## config.mk

```make
export PLATFORM = sky130hd
export DESIGN_NAME = coord_divider
export DESIGN_NICKNAME = d
export VERILOG_FILES = /design/src/verilog/keystone_pkg.sv /design/src/verilog/coord_divider.sv
export SDC_FILE = /design/constraint.sdc
export NUM_CORES = 1
export LEC_CHECK = 0
export BUFFER_PORTS_ARGS = -buffer_cell sky130_fd_sc_hd__buf_4
export CORE_ASPECT_RATIO = 1.5
export CORE_MARGIN = 2
export CORE_UTILIZATION = 60
export DETAILED_ROUTE_END_ITERATION = 10
export PLACE_DENSITY = 0.84
export SETUP_SLACK_MARGIN = 0.1
export SLEW_MARGIN = 20
export SYNTH_ARGS = -nofsm -noshare
export SYNTH_HDL_FRONTEND = slang
export SYNTH_SLANG_ARGS = --single-unit
```

## constraint.sdc

```tcl
create_clock -name clock -period 4.7 [get_ports clock]
set_input_delay 0.235 -clock clock [delete_from_list [all_inputs] [get_ports clock]]
set_output_delay 0.235 -clock clock [all_outputs]
set_load 0.05 [all_outputs]
```

## src/verilog/keystone_pkg.sv

```systemverilog
// Keystone correction shared widths, fixed-point constants and enums
package keystone_pkg;

    ////////////////////////////////////////
    // Fixed-point formats
    ////////////////////////////////////////

    // Coefficients are signed with FRAC_BITS fraction bits
    localparam int COEF_W = 16;
    localparam int FRAC_BITS = 8;
    localparam logic signed [COEF_W-1:0] ONE = COEF_W'(1 << FRAC_BITS);

    // Pixel coordinates, signed so centred values fit
    localparam int COORD_W = 12;

    // Homogeneous sums and divider sizing
    localparam int ACC_W = 32;
    localparam int QUOT_W = 24;
    // One quotient bit per iteration
    localparam int DIV_STEPS = QUOT_W;

    ////////////////////////////////////////
    // Pixels and registers
    ////////////////////////////////////////

    localparam int PIXEL_W = 24;
    // Pink, emitted for any point with no source pixel
    localparam logic [PIXEL_W-1:0] FILL_COLOR = 24'hFF1EA6;

    // H11 H12 H13 H21 H22 H23 H31 H32, in that order
    localparam int NUM_COEFS = 8;

    // APB word addresses
    typedef enum logic [5:0] {
        CTRL     = 6'h00,
        STATUS   = 6'h04,
        COEF_H11 = 6'h08,
        COEF_H12 = 6'h0C,
        COEF_H13 = 6'h10,
        COEF_H21 = 6'h14,
        COEF_H22 = 6'h18,
        COEF_H23 = 6'h1C,
        COEF_H31 = 6'h20,
        COEF_H32 = 6'h24
    } reg_addr_e;

    typedef enum logic [2:0] {IDLE, LOAD, ISSUE, WAIT_DIV, READ, EMIT} ctrl_state_e;

endpackage

```

## src/verilog/coord_divider.sv

```systemverilog
// Sequential divider pair normalising xw and yw by w into rounded source coordinates
module coord_divider #(
    parameter int WIDTH  = 16,
    parameter int HEIGHT = 8
) (
    input  logic clock,
    input  logic reset,
    input  logic div_start,
    input  logic signed [keystone_pkg::ACC_W-1:0] xw,
    input  logic signed [keystone_pkg::ACC_W-1:0] yw,
    input  logic signed [keystone_pkg::ACC_W-1:0] w,
    output logic div_done,
    output logic signed [keystone_pkg::COORD_W-1:0] src_x,
    output logic signed [keystone_pkg::COORD_W-1:0] src_y,
    output logic src_valid
);
    import keystone_pkg::*;

    localparam int CNT_W = $clog2(DIV_STEPS + 1);
    localparam int INT_W = QUOT_W - FRAC_BITS;

    // Lane 0 is x, lane 1 is y
    logic signed [ACC_W-1:0] num [2];
    logic [ACC_W-1:0]  mag [2];
    logic [ACC_W-1:0]  hi [2];
    logic [ACC_W-1:0]  shifted [2];
    logic              fits [2];
    logic [ACC_W-1:0]  rem [2];
    logic [QUOT_W-1:0] dq [2];
    logic              neg [2];
    logic              ovf [2];
    logic [ACC_W-1:0]  divisor;
    logic [CNT_W-1:0]  count;
    logic              w_ok;

    // Round half away from zero, recentre, and push anything unrepresentable off-frame
    function automatic logic signed [COORD_W-1:0] to_coord(
        input logic [QUOT_W-1:0] q,
        input logic sign,
        input logic over,
        input int centre
    );
        logic [INT_W:0]          imag;
        logic signed [INT_W+1:0] val;
        imag = q[QUOT_W-1:FRAC_BITS] + q[FRAC_BITS-1];
        val = sign ? -$signed({1'b0, imag}) : $signed({1'b0, imag});
        val = val + (INT_W + 2)'(centre);
        if (over || val < -(2 ** (COORD_W - 1)) || val >= 2 ** (COORD_W - 1))
            return {1'b1, {(COORD_W-1){1'b0}}};
        return val[COORD_W-1:0];
    endfunction

    ////////////////////////////////////////
    // Restoring step, both lanes
    ////////////////////////////////////////

    always_comb begin
        num[0] = xw;
        num[1] = yw;
        for (int i = 0; i < 2; i++) begin
            // Sign-magnitude, so the quotient truncates toward zero
            mag[i] = num[i][ACC_W-1] ? ACC_W'(-num[i]) : ACC_W'(num[i]);
            // Dividend is mag << FRAC_BITS, its bits above the quotient seed the remainder
            hi[i] = mag[i] >> INT_W;
            shifted[i] = {rem[i][ACC_W-2:0], dq[i][QUOT_W-1]};
            fits[i] = shifted[i] >= divisor;
        end
    end

    always_ff @(posedge clock) begin
        if (div_start) begin
            divisor <= ACC_W'(w);
        end
        for (int i = 0; i < 2; i++) begin
            if (div_start) begin
                neg[i] <= num[i][ACC_W-1];
                // quotient would not fit in QUOT_W bits
                ovf[i] <= hi[i] >= ACC_W'(w);
                rem[i] <= hi[i];
                dq[i] <= {mag[i][INT_W-1:0], {FRAC_BITS{1'b0}}};
            end else if (count != '0 && w_ok) begin
                // Dividend bits shift out the top, quotient bits shift in below
                rem[i] <= fits[i] ? shifted[i] - divisor : shifted[i];
                dq[i] <= {dq[i][QUOT_W-2:0], fits[i]};
            end
        end
    end

    ////////////////////////////////////////
    // Step counter and done
    ////////////////////////////////////////

    // Counter runs even for w <= 0 to keep done timing fixed
    always_ff @(posedge clock or posedge reset) begin
        if (reset) begin
            count <= '0;
            div_done <= 1'b0;
            w_ok <= 1'b0;
        end else begin
            div_done <= (count == CNT_W'(1));
            if (div_start) begin
                count <= CNT_W'(DIV_STEPS);
                w_ok <= (w > 0);
            end else if (count != '0) begin
                count <= count - 1'b1;
            end
        end
    end

    assign src_x = to_coord(dq[0], neg[0], ovf[0], WIDTH / 2);
    assign src_y = to_coord(dq[1], neg[1], ovf[1], HEIGHT / 2);
    assign src_valid = w_ok;

endmodule

```

==> results.md, run 1 <==
- Leak: 7.23 nW
- Total of max-cap violations: 0
- DRT Wirelength: 45700 um
- Pwr per Cell Area: 320 nW/um^2
- Gpl congestion: 0.927
- H-tree levels: 4
- Cts bufs inserted: 17
- Status: finished with violations
- Port-buffer cells: 124
- Final Cycle Share: 109%
- Clock root buffer: clkbuf_16
- Worst reg2reg path depth: 18
- Hold Crit Start: w[7]
- Setup ws final: -410 ps
- Row count: 69
- # diodes: 0
- Via count: 14176
- Syn Inst Count: 1638
- Nets: 2042
- Fraction of layout instances using a drive strength above 1: 20.3%
- Placed wire-length estimate: 30500 um
- VDD IR max: 304 uV
- Initial antenna violation count: 0
- DRT iter0 DRCs: 1292
- FF-to-FF Start: dq[1][23]
- Vias per cell: 6.55
- CTS clk-pin slew, worst paths: 60 ps
- Skew-Pair Late Insertion Delay: 450 ps
- Synth unique cells: 84
- Post-synth EDFFs: 146
- Async S/R FF share, synth: 4.58%
- Die height: 193 um
- Die Width: 130 um
- Worst hold endpoint: divisor[7]
- Drt drc: 0
- Flop-to-flop setup slack: 580 ps
- Post-synth top flop: edfxtp_1
- Synth-to-Final Area Change: 23.9%
- Tot GR Track Use: 33.8%
- Final instance area: 17800 um^2
- Critical Path AT: 4870 ps
- TritonCTS Sinks: 153
- Post-Synthesis Net Count: 1849
- Total power: 5.68 mW
- Core Region: 23600 um^2
- Crit path from: dq[0][8]
- Placed insts: 2062
- Worst Hold Path Cells: 1
- Worst slew margin: 34.2%
- CTS max path bufs: 2
- Register area share after synthesis: 31.8%
- CP Launch Type: flop
- CTS tree: built
- DR pass1 iterations: 6
- Fill cells: 1552
- First-pass GRT wire length: 67300 um
- R2r endpoint: rem[1][12]
- Endpoints failing setup: 23
- WL/cell: 21.1 um
- Max FO, Critical Path: 5
- Yosys reg bits: 153
- Ys Warns: 0
- Initial core utilization: 60.9%
- Min cycle time layout: 5110 ps
- Failing checks: negative setup slack
- HP Class: input port to flop
- Routed Antenna Nets: 0
- Syn avg cell area: 8.76 um^2
- Final Hold Fails: 0
- Synth Cell Area: 14300 um^2
- Worst slew pin tran: 976 ps
- Crit path kind: flop to primary output
- Global route overflow: 0
- Clock skew: 12.3 ps
- Endpoint class of the critical path: primary output
- WP data required: 4470 ps
- Non-Filler Instances: 2163
- RSZ-0062 raised after global routing: true
- Die Area: 25200 um^2
- Number of global-route vias before repair: 13772
- Max-slew violations: 0
- Largest net degree at the start of global routing: 64
- Top Ports: 125
- Placed Area: 15800 um^2
- Fmax: 196 MHz
[cells in the final DEF (no fill, tap or decap), drive strengths merged, types with 65 or more instances in the layout]
cell	Yosys	final
inv	86	89
a21oi	115	116
o21ai	95	95
edfxtp	146	146
ha	110	110
nand2	119	119
xnor2	115	115
xor2	65	65
nor2	164	164
buf	21	212
[per-stage QoR]
step	TNS, ps	setup slack [ps]	utilization (%)	hold WS, ps
finish	-4210	-410	75.4	23.6
global route	-8530	-693	75.4	11.3
CTS	-27.9	-27.9	72.7	7.49
detailed placement	-1380	-175	67.1	188
global placement	0	46.6	67.1	186
floorplan	0	87.8	-	38.4
[critical path: stages (launching register included)]
cell and delay [ps]:
edfxtp_1 350, ha_2 210, buf_4 120, buf_4 120, nand2_1 140, or3_1 460, a2111oi_0 670, a41oi_2 160
a211oi_4 360, buf_12 160, o21ai_4 60, mux2i_2 240, nand2_2 160, a2111oi_4 430, buf_6 190, buf_4 150
a21oi_4 90, nor2_2 140, buf_6 170
[what timing repair did]
item	in CTS	in global routing
hold buffers	27	0
endpoints found under the hold margin	33	0
buffers inserted	17	23
setup endpoints to repair	24	24
gates cloned	2	0
resized for setup	64	88
pin swaps	30	47
[Yosys cell counts, types with 28 or more instances]
library cell  number  share of area, %
ha_1             110               9.6
nand2_1          118               3.1
nor4_1            28               1.2
xor2_1            65               4.0
a21oi_1          114               4.0
a21o_1            53               2.8
nand3_1           45               1.6
edfxtp_1         146                31
and2_1            28               1.2
clkbuf_1          45               1.2
xnor2_1          114               7.0
nor2_1           164               4.3
inv_1             85               2.2
o21ai_0           90               3.1
[layer usage]
metal	GRT usage, %	wire length, um
met1	36.0	15700
met2	60.8	23100
met3	5.84	3560
met4	20.2	3360
met5	0	0
[registers in the layout, indices dropped and copies added (netlist names)]
name       cells
ovf            2
div_done       1
divisor       32
dq            48
rem           62
count          5
src_valid      1
neg            2
[logic make-up after synthesis]
kind of cell             count (synthesis)  synth area share, %
AND/OR/NAND/NOR                        579                 21.0
AO/OA/AOI/OAI                          435                 20.1
XOR/XNOR                               180                 11.0
flip-flops                             153                 31.8
buffers and inverters                  152                 4.30
adder cells (fa/ha/maj)                112                 9.87
multiplexers                            27                 1.89
[worst max-delay path by stage]
stage / end / slack, ps / cells past startpoint
after CTS: src_y[7] / -30 / 15
after floorplan: src_x[10] / 90 / 15
final: src_x[5] / -410 / 18
after global placement: src_x[1] / 50 / 16
after detailed placement: src_x[9] / -180 / 17
after global routing: src_x[10] / -690 / 17
[power by group]
| part | leakage [nW] | internal, mW | switching (mW) |
|---|---|---|---|
| registers | 1.59 | 1.69 | 0.147 |
| clock network | 0.281 | 0.838 | 0.601 |
| logic | 5.36 | 1.01 | 1.39 |
| total | 7.23 | 3.54 | 2.14 |
[cell type report]
class | instances | area, um^2 | share of cell area [%]
well taps | 319 | 399 | 2.25
multi-input cells | 1334 | 9870 | 55.5
repair buffers | 239 | 2020 | 11.4
clock buffers | 18 | 429 | 2.41
flip-flops and latches | 153 | 4560 | 25.7
clock inverters | 14 | 173 | 0.971
inverters | 86 | 325 | 1.83
Note: power is estimated with default switching activity, not from simulation.
==> inputs of run 2 (changes only) <==
Settings changed: ABC_AREA from default to 1.
==> results.md, run 2 <==
- Port-buffer cells: 124 (unchanged)
- Met3 WL post-DR: 1840 um (was 3560 um)
- Placed Area: 15700 um^2 (was 15800 um^2)
- CTS clk-pin slew, worst paths: 70 ps (was 60 ps)
- H-tree levels: 4 (unchanged)
- Die Area: 25400 um^2 (was 25200 um^2)
- Post-synth EDFFs: 146 (unchanged)
- Ys Warns: 0 (unchanged)
- Die height: 194 um (was 193 um)
- Worst slew margin: 31.8% (was 34.2%)
- Final Hold Fails: 0 (unchanged)
- Fraction of layout instances using a drive strength above 1: 11.9% (was 20.3%)
- CTS tree: built (unchanged)
- Post-Synthesis Net Count: 2233 (was 1849)
- Biggest regs: rem: 62 flops, dq: 48 flops, divisor: 32 flops (unchanged)
- Core Region: 23700 um^2 (was 23600 um^2)
- Drt drc: 0 (unchanged)
- Yosys reg bits: 153 (unchanged)
- Ranking of synthesized cells by area: edfxtp_1 (30%), nand2_1 (13%), ha_1 (9.5%) (was edfxtp_1 (31%), ha_1 (9.6%), xnor2_1 (7.0%))
- Global route overflow: 0 (unchanged)
- Final instance area: 16600 um^2 (was 17800 um^2)
- Synth unique cells: 45 (was 84)
- Vias per cell: 5.65 (was 6.55)
- Gpl congestion: 0.997 (was 0.927)
- Worst slew pin tran: 1020 ps (was 976 ps)
- Max FO, Critical Path: 11 (was 5)
- Total of max-cap violations: 0 (unchanged)
- Top Ports: 125 (unchanged)
- CP max-delay cell: edfxtp_1 (was a2111oi_0)
- DRT iter0 DRCs: 1000 (was 1292)
- Met1 wire length: 14400 um (was 15700 um)
- Area leader, netlist: edfxtp_1 (unchanged)
- Placed wire-length estimate: 30300 um (was 30500 um)
- Post-synth top flop: edfxtp_1 (unchanged)
- Worst reg2reg path depth: 17 (was 18)
- Max-slew violations: 0 (unchanged)
- Initial core utilization: 61.1% (was 60.9%)
- Pwr per Cell Area: 324 nW/um^2 (was 320 nW/um^2)
- Most frequent cells in the layout: nand2_1 (502), inv_1 (270), nor2_1 (187), o21ai_0 (169), edfxtp_1 (146) (was buf_4 (179), nor2_1 (150), edfxtp_1 (146), nand2_1 (115), a21oi_1 (113))
- Status: completed (was finished with violations)
- Crit path from: dq[0][7] (was dq[0][8])
- Die Width: 131 um (was 130 um)
- Syn Inst Count: 2022 (was 1638)
- Number of global-route vias before repair: 13707 (was 13772)
- Routed Antenna Nets: 0 (unchanged)
- Synth Cell Area: 14500 um^2 (was 14300 um^2)
- Largest register by flop count: rem (unchanged)
- Clock skew: 12.5 ps (was 12.3 ps)
- Leak: 7.85 nW (was 7.23 nW)
- Tot GR Track Use: 30.9% (was 33.8%)
- CP dominant cell by count: nand2_1 (was buf_4)
- Largest register FFs: 62 (unchanged)
- Highest routed layer: met4 (unchanged)
- Register area share after synthesis: 31.5% (was 31.8%)
- First-pass GRT wire length: 62800 um (was 67300 um)
- RSZ-0062 raised after global routing: true (unchanged)
- Synth-to-Final Area Change: 15.0% (was 23.9%)
- TritonCTS Sinks: 153 (unchanged)
- Most common library cell in the layout ignoring fill and taps: nand2_1 (was buf_4)
- Post-synth top cells: nand2_1 (503), inv_1 (271), nor2_1 (190) (was nor2_1 (164), edfxtp_1 (146), nand2_1 (118))
- Critical Path AT: 4040 ps (was 4870 ps)
- VDD IR max: 274 uV (was 304 uV)
- DR pass1 iterations: 7 (was 6)
- Largest net degree at the start of global routing: 79 (was 64)
- Slowest stage delay, CP: 400 ps (was 670 ps)
- Via count: 14075 (was 14176)
- Most common cell in the netlist: nand2_1 (was nor2_1)
- CP Launch Type: flop (unchanged)
- CTS max path bufs: 2 (unchanged)
- Endpoints failing setup: 0 (was 23)
- # diodes: 0 (unchanged)
- Fmax: 234 MHz (was 196 MHz)
- Row count: 69 (unchanged)
- Cts bufs inserted: 17 (unchanged)
- Critical Path Sink: src_x[0] (was src_x[5])
- Nets: 2368 (was 2042)
- Non-Filler Instances: 2489 (was 2163)
- Endpoint class of the critical path: primary output (unchanged)
- Skew-Pair Late Insertion Delay: 440 ps (was 450 ps)
- R2r endpoint: rem[1][30] (was rem[1][12])
- HP Class: input port to flop (unchanged)
- Synth top area share: 30.3% (was 30.6%)
- Worst Hold Path Cells: 1 (unchanged)
- WL/cell: 15.7 um (was 21.1 um)
- Placed insts: 2429 (was 2062)
- Syn avg cell area: 7.15 um^2 (was 8.76 um^2)
- DRT Wirelength: 39000 um (was 45700 um)
- Setup_tns: 0 ps (was -4210 ps)
- Async S/R FF share, synth: 4.58% (unchanged)
- FF-to-FF Start: dq[1][23] (unchanged)
- WP data required: 4470 ps (about the same)
- Min cycle time layout: 4270 ps (was 5110 ps)
- Hold WS: 13.9 ps (was 23.6 ps)
- Crit path kind: flop to primary output (unchanged)
- Final Cycle Share: 90.9% (was 109%)
- Clock root buffer: clkbuf_16 (unchanged)
- DR WL met2: 20500 um (was 23100 um)
- Total power: 5.39 mW (was 5.68 mW)
- Flop-to-flop setup slack: 870 ps (was 580 ps)
- Initial antenna violation count: 0 (unchanged)
run 2: changes by cell type in the layout (fill, tap and decap cells not counted), sizes merged, moves of 27 or more:
cell,change
and2,-28
buf,-80
nor2,+71
nand2,+407
nand3,+44
o21ai,+76
xnor2,-57
inv,+195
or3,-27
a21o,-49
run 2: through the flow:
step	setup slack [ps]	utilization, %
global placement	845	66.4
floorplan	479	-
finish	428	70.3
global route	81.3	70.3
CTS	206	70.1
detailed placement	681	66.4
run 2: critical path: cells and delay by family, from the launching register on:
family	cells	cell delay (ps)
buffers and inverters	5	500
DFF	1	400
and+or+nand+nor	17	1820
adders and majority gates	4	890
run 2: cell families after synthesis:
family | after synthesis | synth area share, %
buf+inv | 323 | 8.54
xor+xnor | 127 | 7.70
flops | 153 | 31.5
fa+ha+maj | 112 | 9.80
simple gates | 935 | 28.3
compound gates | 372 | 14.1
run 2: worst min path at each step:
| stage | from | endpoint | slack (ps) |
|---|---|---|---|
| 6_report | w[1] | divisor[1] | 10 |
| 5_1_grt | w[2] | divisor[2] | 4 |
| 4_1_cts | w[1] | divisor[1] | 1 |
| 3_5_place_dp | reset | src_valid | 190 |
| 3_3_place_gp | reset | src_valid | 190 |
| 2_1_floorplan | reset | count[0] | 40 |
run 2: layer usage:
| layer | vias up | GRT usage [%] |
|---|---|---|
| met3 | 147 | 3.12 |
| met5 | - | 0 |
| li1 | 6985 | - |
| met1 | 6459 | 33.3 |
| met4 | 0 | 17.7 |
| met2 | 484 | 57.2 |
run 2: final cells by class:
class	instances	area [um^2]
well taps	319	399
fillers	2001	7040
clock buffers	17	425
clock inverters	15	163
flip-flops and latches	153	4560
inverters	279	1050
repair buffers	160	1310
multi-input cells	1546	8720
run 2: what timing repair did:
action,in CTS,in global routing
setup buffers,0,0
hold endpoints to repair,34,0
setup endpoints to repair,0,22
hold buffers,28,0
resized for setup,0,7
run 2: report_power, final:
group / leakage (nW) / internal [mW] / switching, mW
registers: 1.59 / 1.70 / 0.129
clock network: 0.293 / 0.793 / 0.617
logic: 5.96 / 0.778 / 1.38
total: 7.85 / 3.27 / 2.12
==> inputs of run 3 (changes only) <==
Settings changed: CTS_CLUSTER_DIAMETER from default to 120.
Clock period 4.7 ns to 5.4 ns, I/O delays scaled along.
==> results.md, run 3 (same netlist as run 2, synthesis figures left out) <==
- Status: completed (unchanged)
- Biggest regs: rem: 62 flops, dq: 48 flops, divisor: 32 flops (unchanged)
- RSZ-0062 raised after global routing: false (was true)
- Clock skew: 10.5 ps (was 12.5 ps)
- Most frequent cells in the layout: nand2_1 (502), inv_1 (270), nor2_1 (190), o21ai_0 (169), edfxtp_1 (146) (was nand2_1 (502), inv_1 (270), nor2_1 (187), o21ai_0 (169), edfxtp_1 (146))
- Worst Hold Path Cells: 1 (unchanged)
- CTS max path bufs: 2 (unchanged)
- Total power: 4.66 mW (was 5.39 mW)
- Initial core utilization: 61.1% (unchanged)
- Post-CTS sizing: 0 (unchanged)
- First-pass GRT wire length: 62700 um (was 62800 um)
- Crit path kind: flop to primary output (unchanged)
- Vias per cell: 5.65 (about the same)
- Largest register FFs: 62 (unchanged)
- WP data required: 5130 ps (was 4470 ps)
- Endpoint class of the critical path: primary output (unchanged)
- DR pass1 iterations: 6 (was 7)
- Kind of cell adding the most delay to the critical path: simple AND/OR/NAND/NOR gates (unchanged)
- CP dominant cell by count: nand2_1 (unchanged)
- Leak: 7.71 nW (was 7.85 nW)
- Placed insts: 2426 (was 2429)
- Gpl congestion: 0.979 (was 0.997)
- Non-Filler Instances: 2460 (was 2489)
- Skew-Pair Late Insertion Delay: 440 ps (about the same)
- Clock root buffer: clkbuf_16 (unchanged)
- Die Area: 25400 um^2 (unchanged)
- Worst reg2reg path depth: 16 (was 17)
- Drt drc: 0 (unchanged)
- # diodes: 0 (unchanged)
- CTS tree: built (unchanged)
- CP max-delay cell: edfxtp_1 (unchanged)
- Cts bufs inserted: 17 (unchanged)
- Worst hold endpoint: divisor[11] (was divisor[1])
- Row count: 69 (unchanged)
- Top Ports: 125 (unchanged)
- DRT Wirelength: 39000 um (about the same)
- Flop-to-flop setup slack: 1460 ps (was 870 ps)
- FF-to-FF Start: divisor[2] (was dq[1][23])
- Endpoints failing setup: 0 (unchanged)
- Worst slack, placed: 1320 ps (was 681 ps)
- Max FO, Critical Path: 11 (unchanged)
- Die Width: 131 um (unchanged)
- Pwr per Cell Area: 286 nW/um^2 (was 324 nW/um^2)
- Via count: 13887 (was 14075)
- Total of max-cap violations: 0 (unchanged)
- Setup ws final: 865 ps (was 428 ps)
- Largest net degree at the start of global routing: 80 (was 79)
- Worst slew margin: 39.5% (was 31.8%)
- Most common library cell in the layout ignoring fill and taps: nand2_1 (unchanged)
- R2r endpoint: rem[0][27] (was rem[1][30])
- Placed wire-length estimate: 30200 um (was 30300 um)
- Number of global-route vias before repair: 13481 (was 13707)
- Slowest stage delay, CP: 400 ps (about the same)
- Final Cycle Share: 84.0%
- Final Hold Fails: 0 (unchanged)
- Routed Antenna Nets: 0 (unchanged)
- Core Region: 23700 um^2 (unchanged)
- Synth-to-Final Area Change: 12.8% (was 15.0%)
- Worst slew pin tran: 907 ps (was 1020 ps)
- Fraction of layout instances using a drive strength above 1: 11.9% (about the same)
- Hold Crit Start: w[11] (was w[1])
- Initial antenna violation count: 1 (was 0)
- Tot GR Track Use: 30.8% (was 30.9%)
- H-tree levels: 4 (unchanged)
- Die height: 194 um (unchanged)
- Port-buffer cells: 124 (unchanged)
- HP Class: input port to flop (unchanged)
- CTS clk-pin slew, worst paths: 70 ps (about the same)
- CP Launch Type: flop (unchanged)
- CP bufs+invs: 5 (unchanged)
- Nets: 2339 (was 2368)
- Critical Path AT: 4270 ps (was 4040 ps)
- TritonCTS Sinks: 153 (unchanged)
- Max-slew violations: 0 (unchanged)
- VDD IR max: 301 uV (was 274 uV)
- Setup_tns: 0 ps (unchanged)
- WL/cell: 15.8 um (was 15.7 um)
- Fmax: 220 MHz
- Global route overflow: 0 (unchanged)
- Largest register by flop count: rem (unchanged)
- DRT iter0 DRCs: 1034 (was 1000)
- Min cycle time layout: 4540 ps
run 3: changes by cell type in the layout (fill, tap and decap cells not counted), sizes merged:
cell         previous run  this run
dlygate4sd3            28         1
buf                   132       130
clkinvlp                0         2
bufinv                  2         1
clkinv                  8         6
inv                   284       285
run 3: how the worst max path moves through the flow:
stage | startpoint | to | slack, ps | depth (start not counted)
2_1_floorplan | count[0] | dq[0][0] | 1180 | 5
6_report | dq[0][7] | src_x[0] | 860 | 26
3_3_place_gp | dq[0][7] | src_x[0] | 1470 | 24
4_1_cts | dq[0][7] | src_x[1] | 830 | 26
5_1_grt | dq[0][7] | src_x[0] | 320 | 26
3_5_place_dp | dq[0][7] | src_x[1] | 1320 | 26
run 3: area by class of cell:
cell class,count,area [um^2]
Timing Repair Buffer,131,1020
Inverter,279,1050
Multi-Input combinational cell,1546,8690
Fill cell,2073,7360
Sequential cell,153,4560
Clock inverter,15,158
Tap cell,319,399
Clock buffer,17,425
run 3: stage by stage:
stage | area, um^2 | hold WS [ps] | util [%]
floorplan | 14500 | 73.4 | -
global placement | 15700 | 221 | 66.2
detailed placement | 15700 | 224 | 66.2
CTS | 16300 | 9.59 | 68.8
global route | 16300 | 12.1 | 68.9
finish | 16300 | 9.00 | 68.9
run 3: what timing repair did:
item / in CTS / in global routing
hold buffers: 1 / 0
endpoints found under the hold margin: 7 / 0
setup buffers: 0 / 0
run 3: report_power, final:
part	internal [mW]	switching, mW
sequential	1.48	0.114
combinational	0.656	1.19
clock	0.653	0.566
total	2.79	1.87
run 3: per-layer routing:
layer / part of all wire (%) / track usage, % / vias to the layer above / wire [um]
met1: 38 / 34.1 / 6368 / 14700
met2: 53 / 56.6 / 462 / 20600
met4: 5.2 / 15.8 / 0 / 2010
met5: 0 / 0 / - / 0
met3: 4.3 / 3.31 / 131 / 1660
li1: - / - / 6926 / -
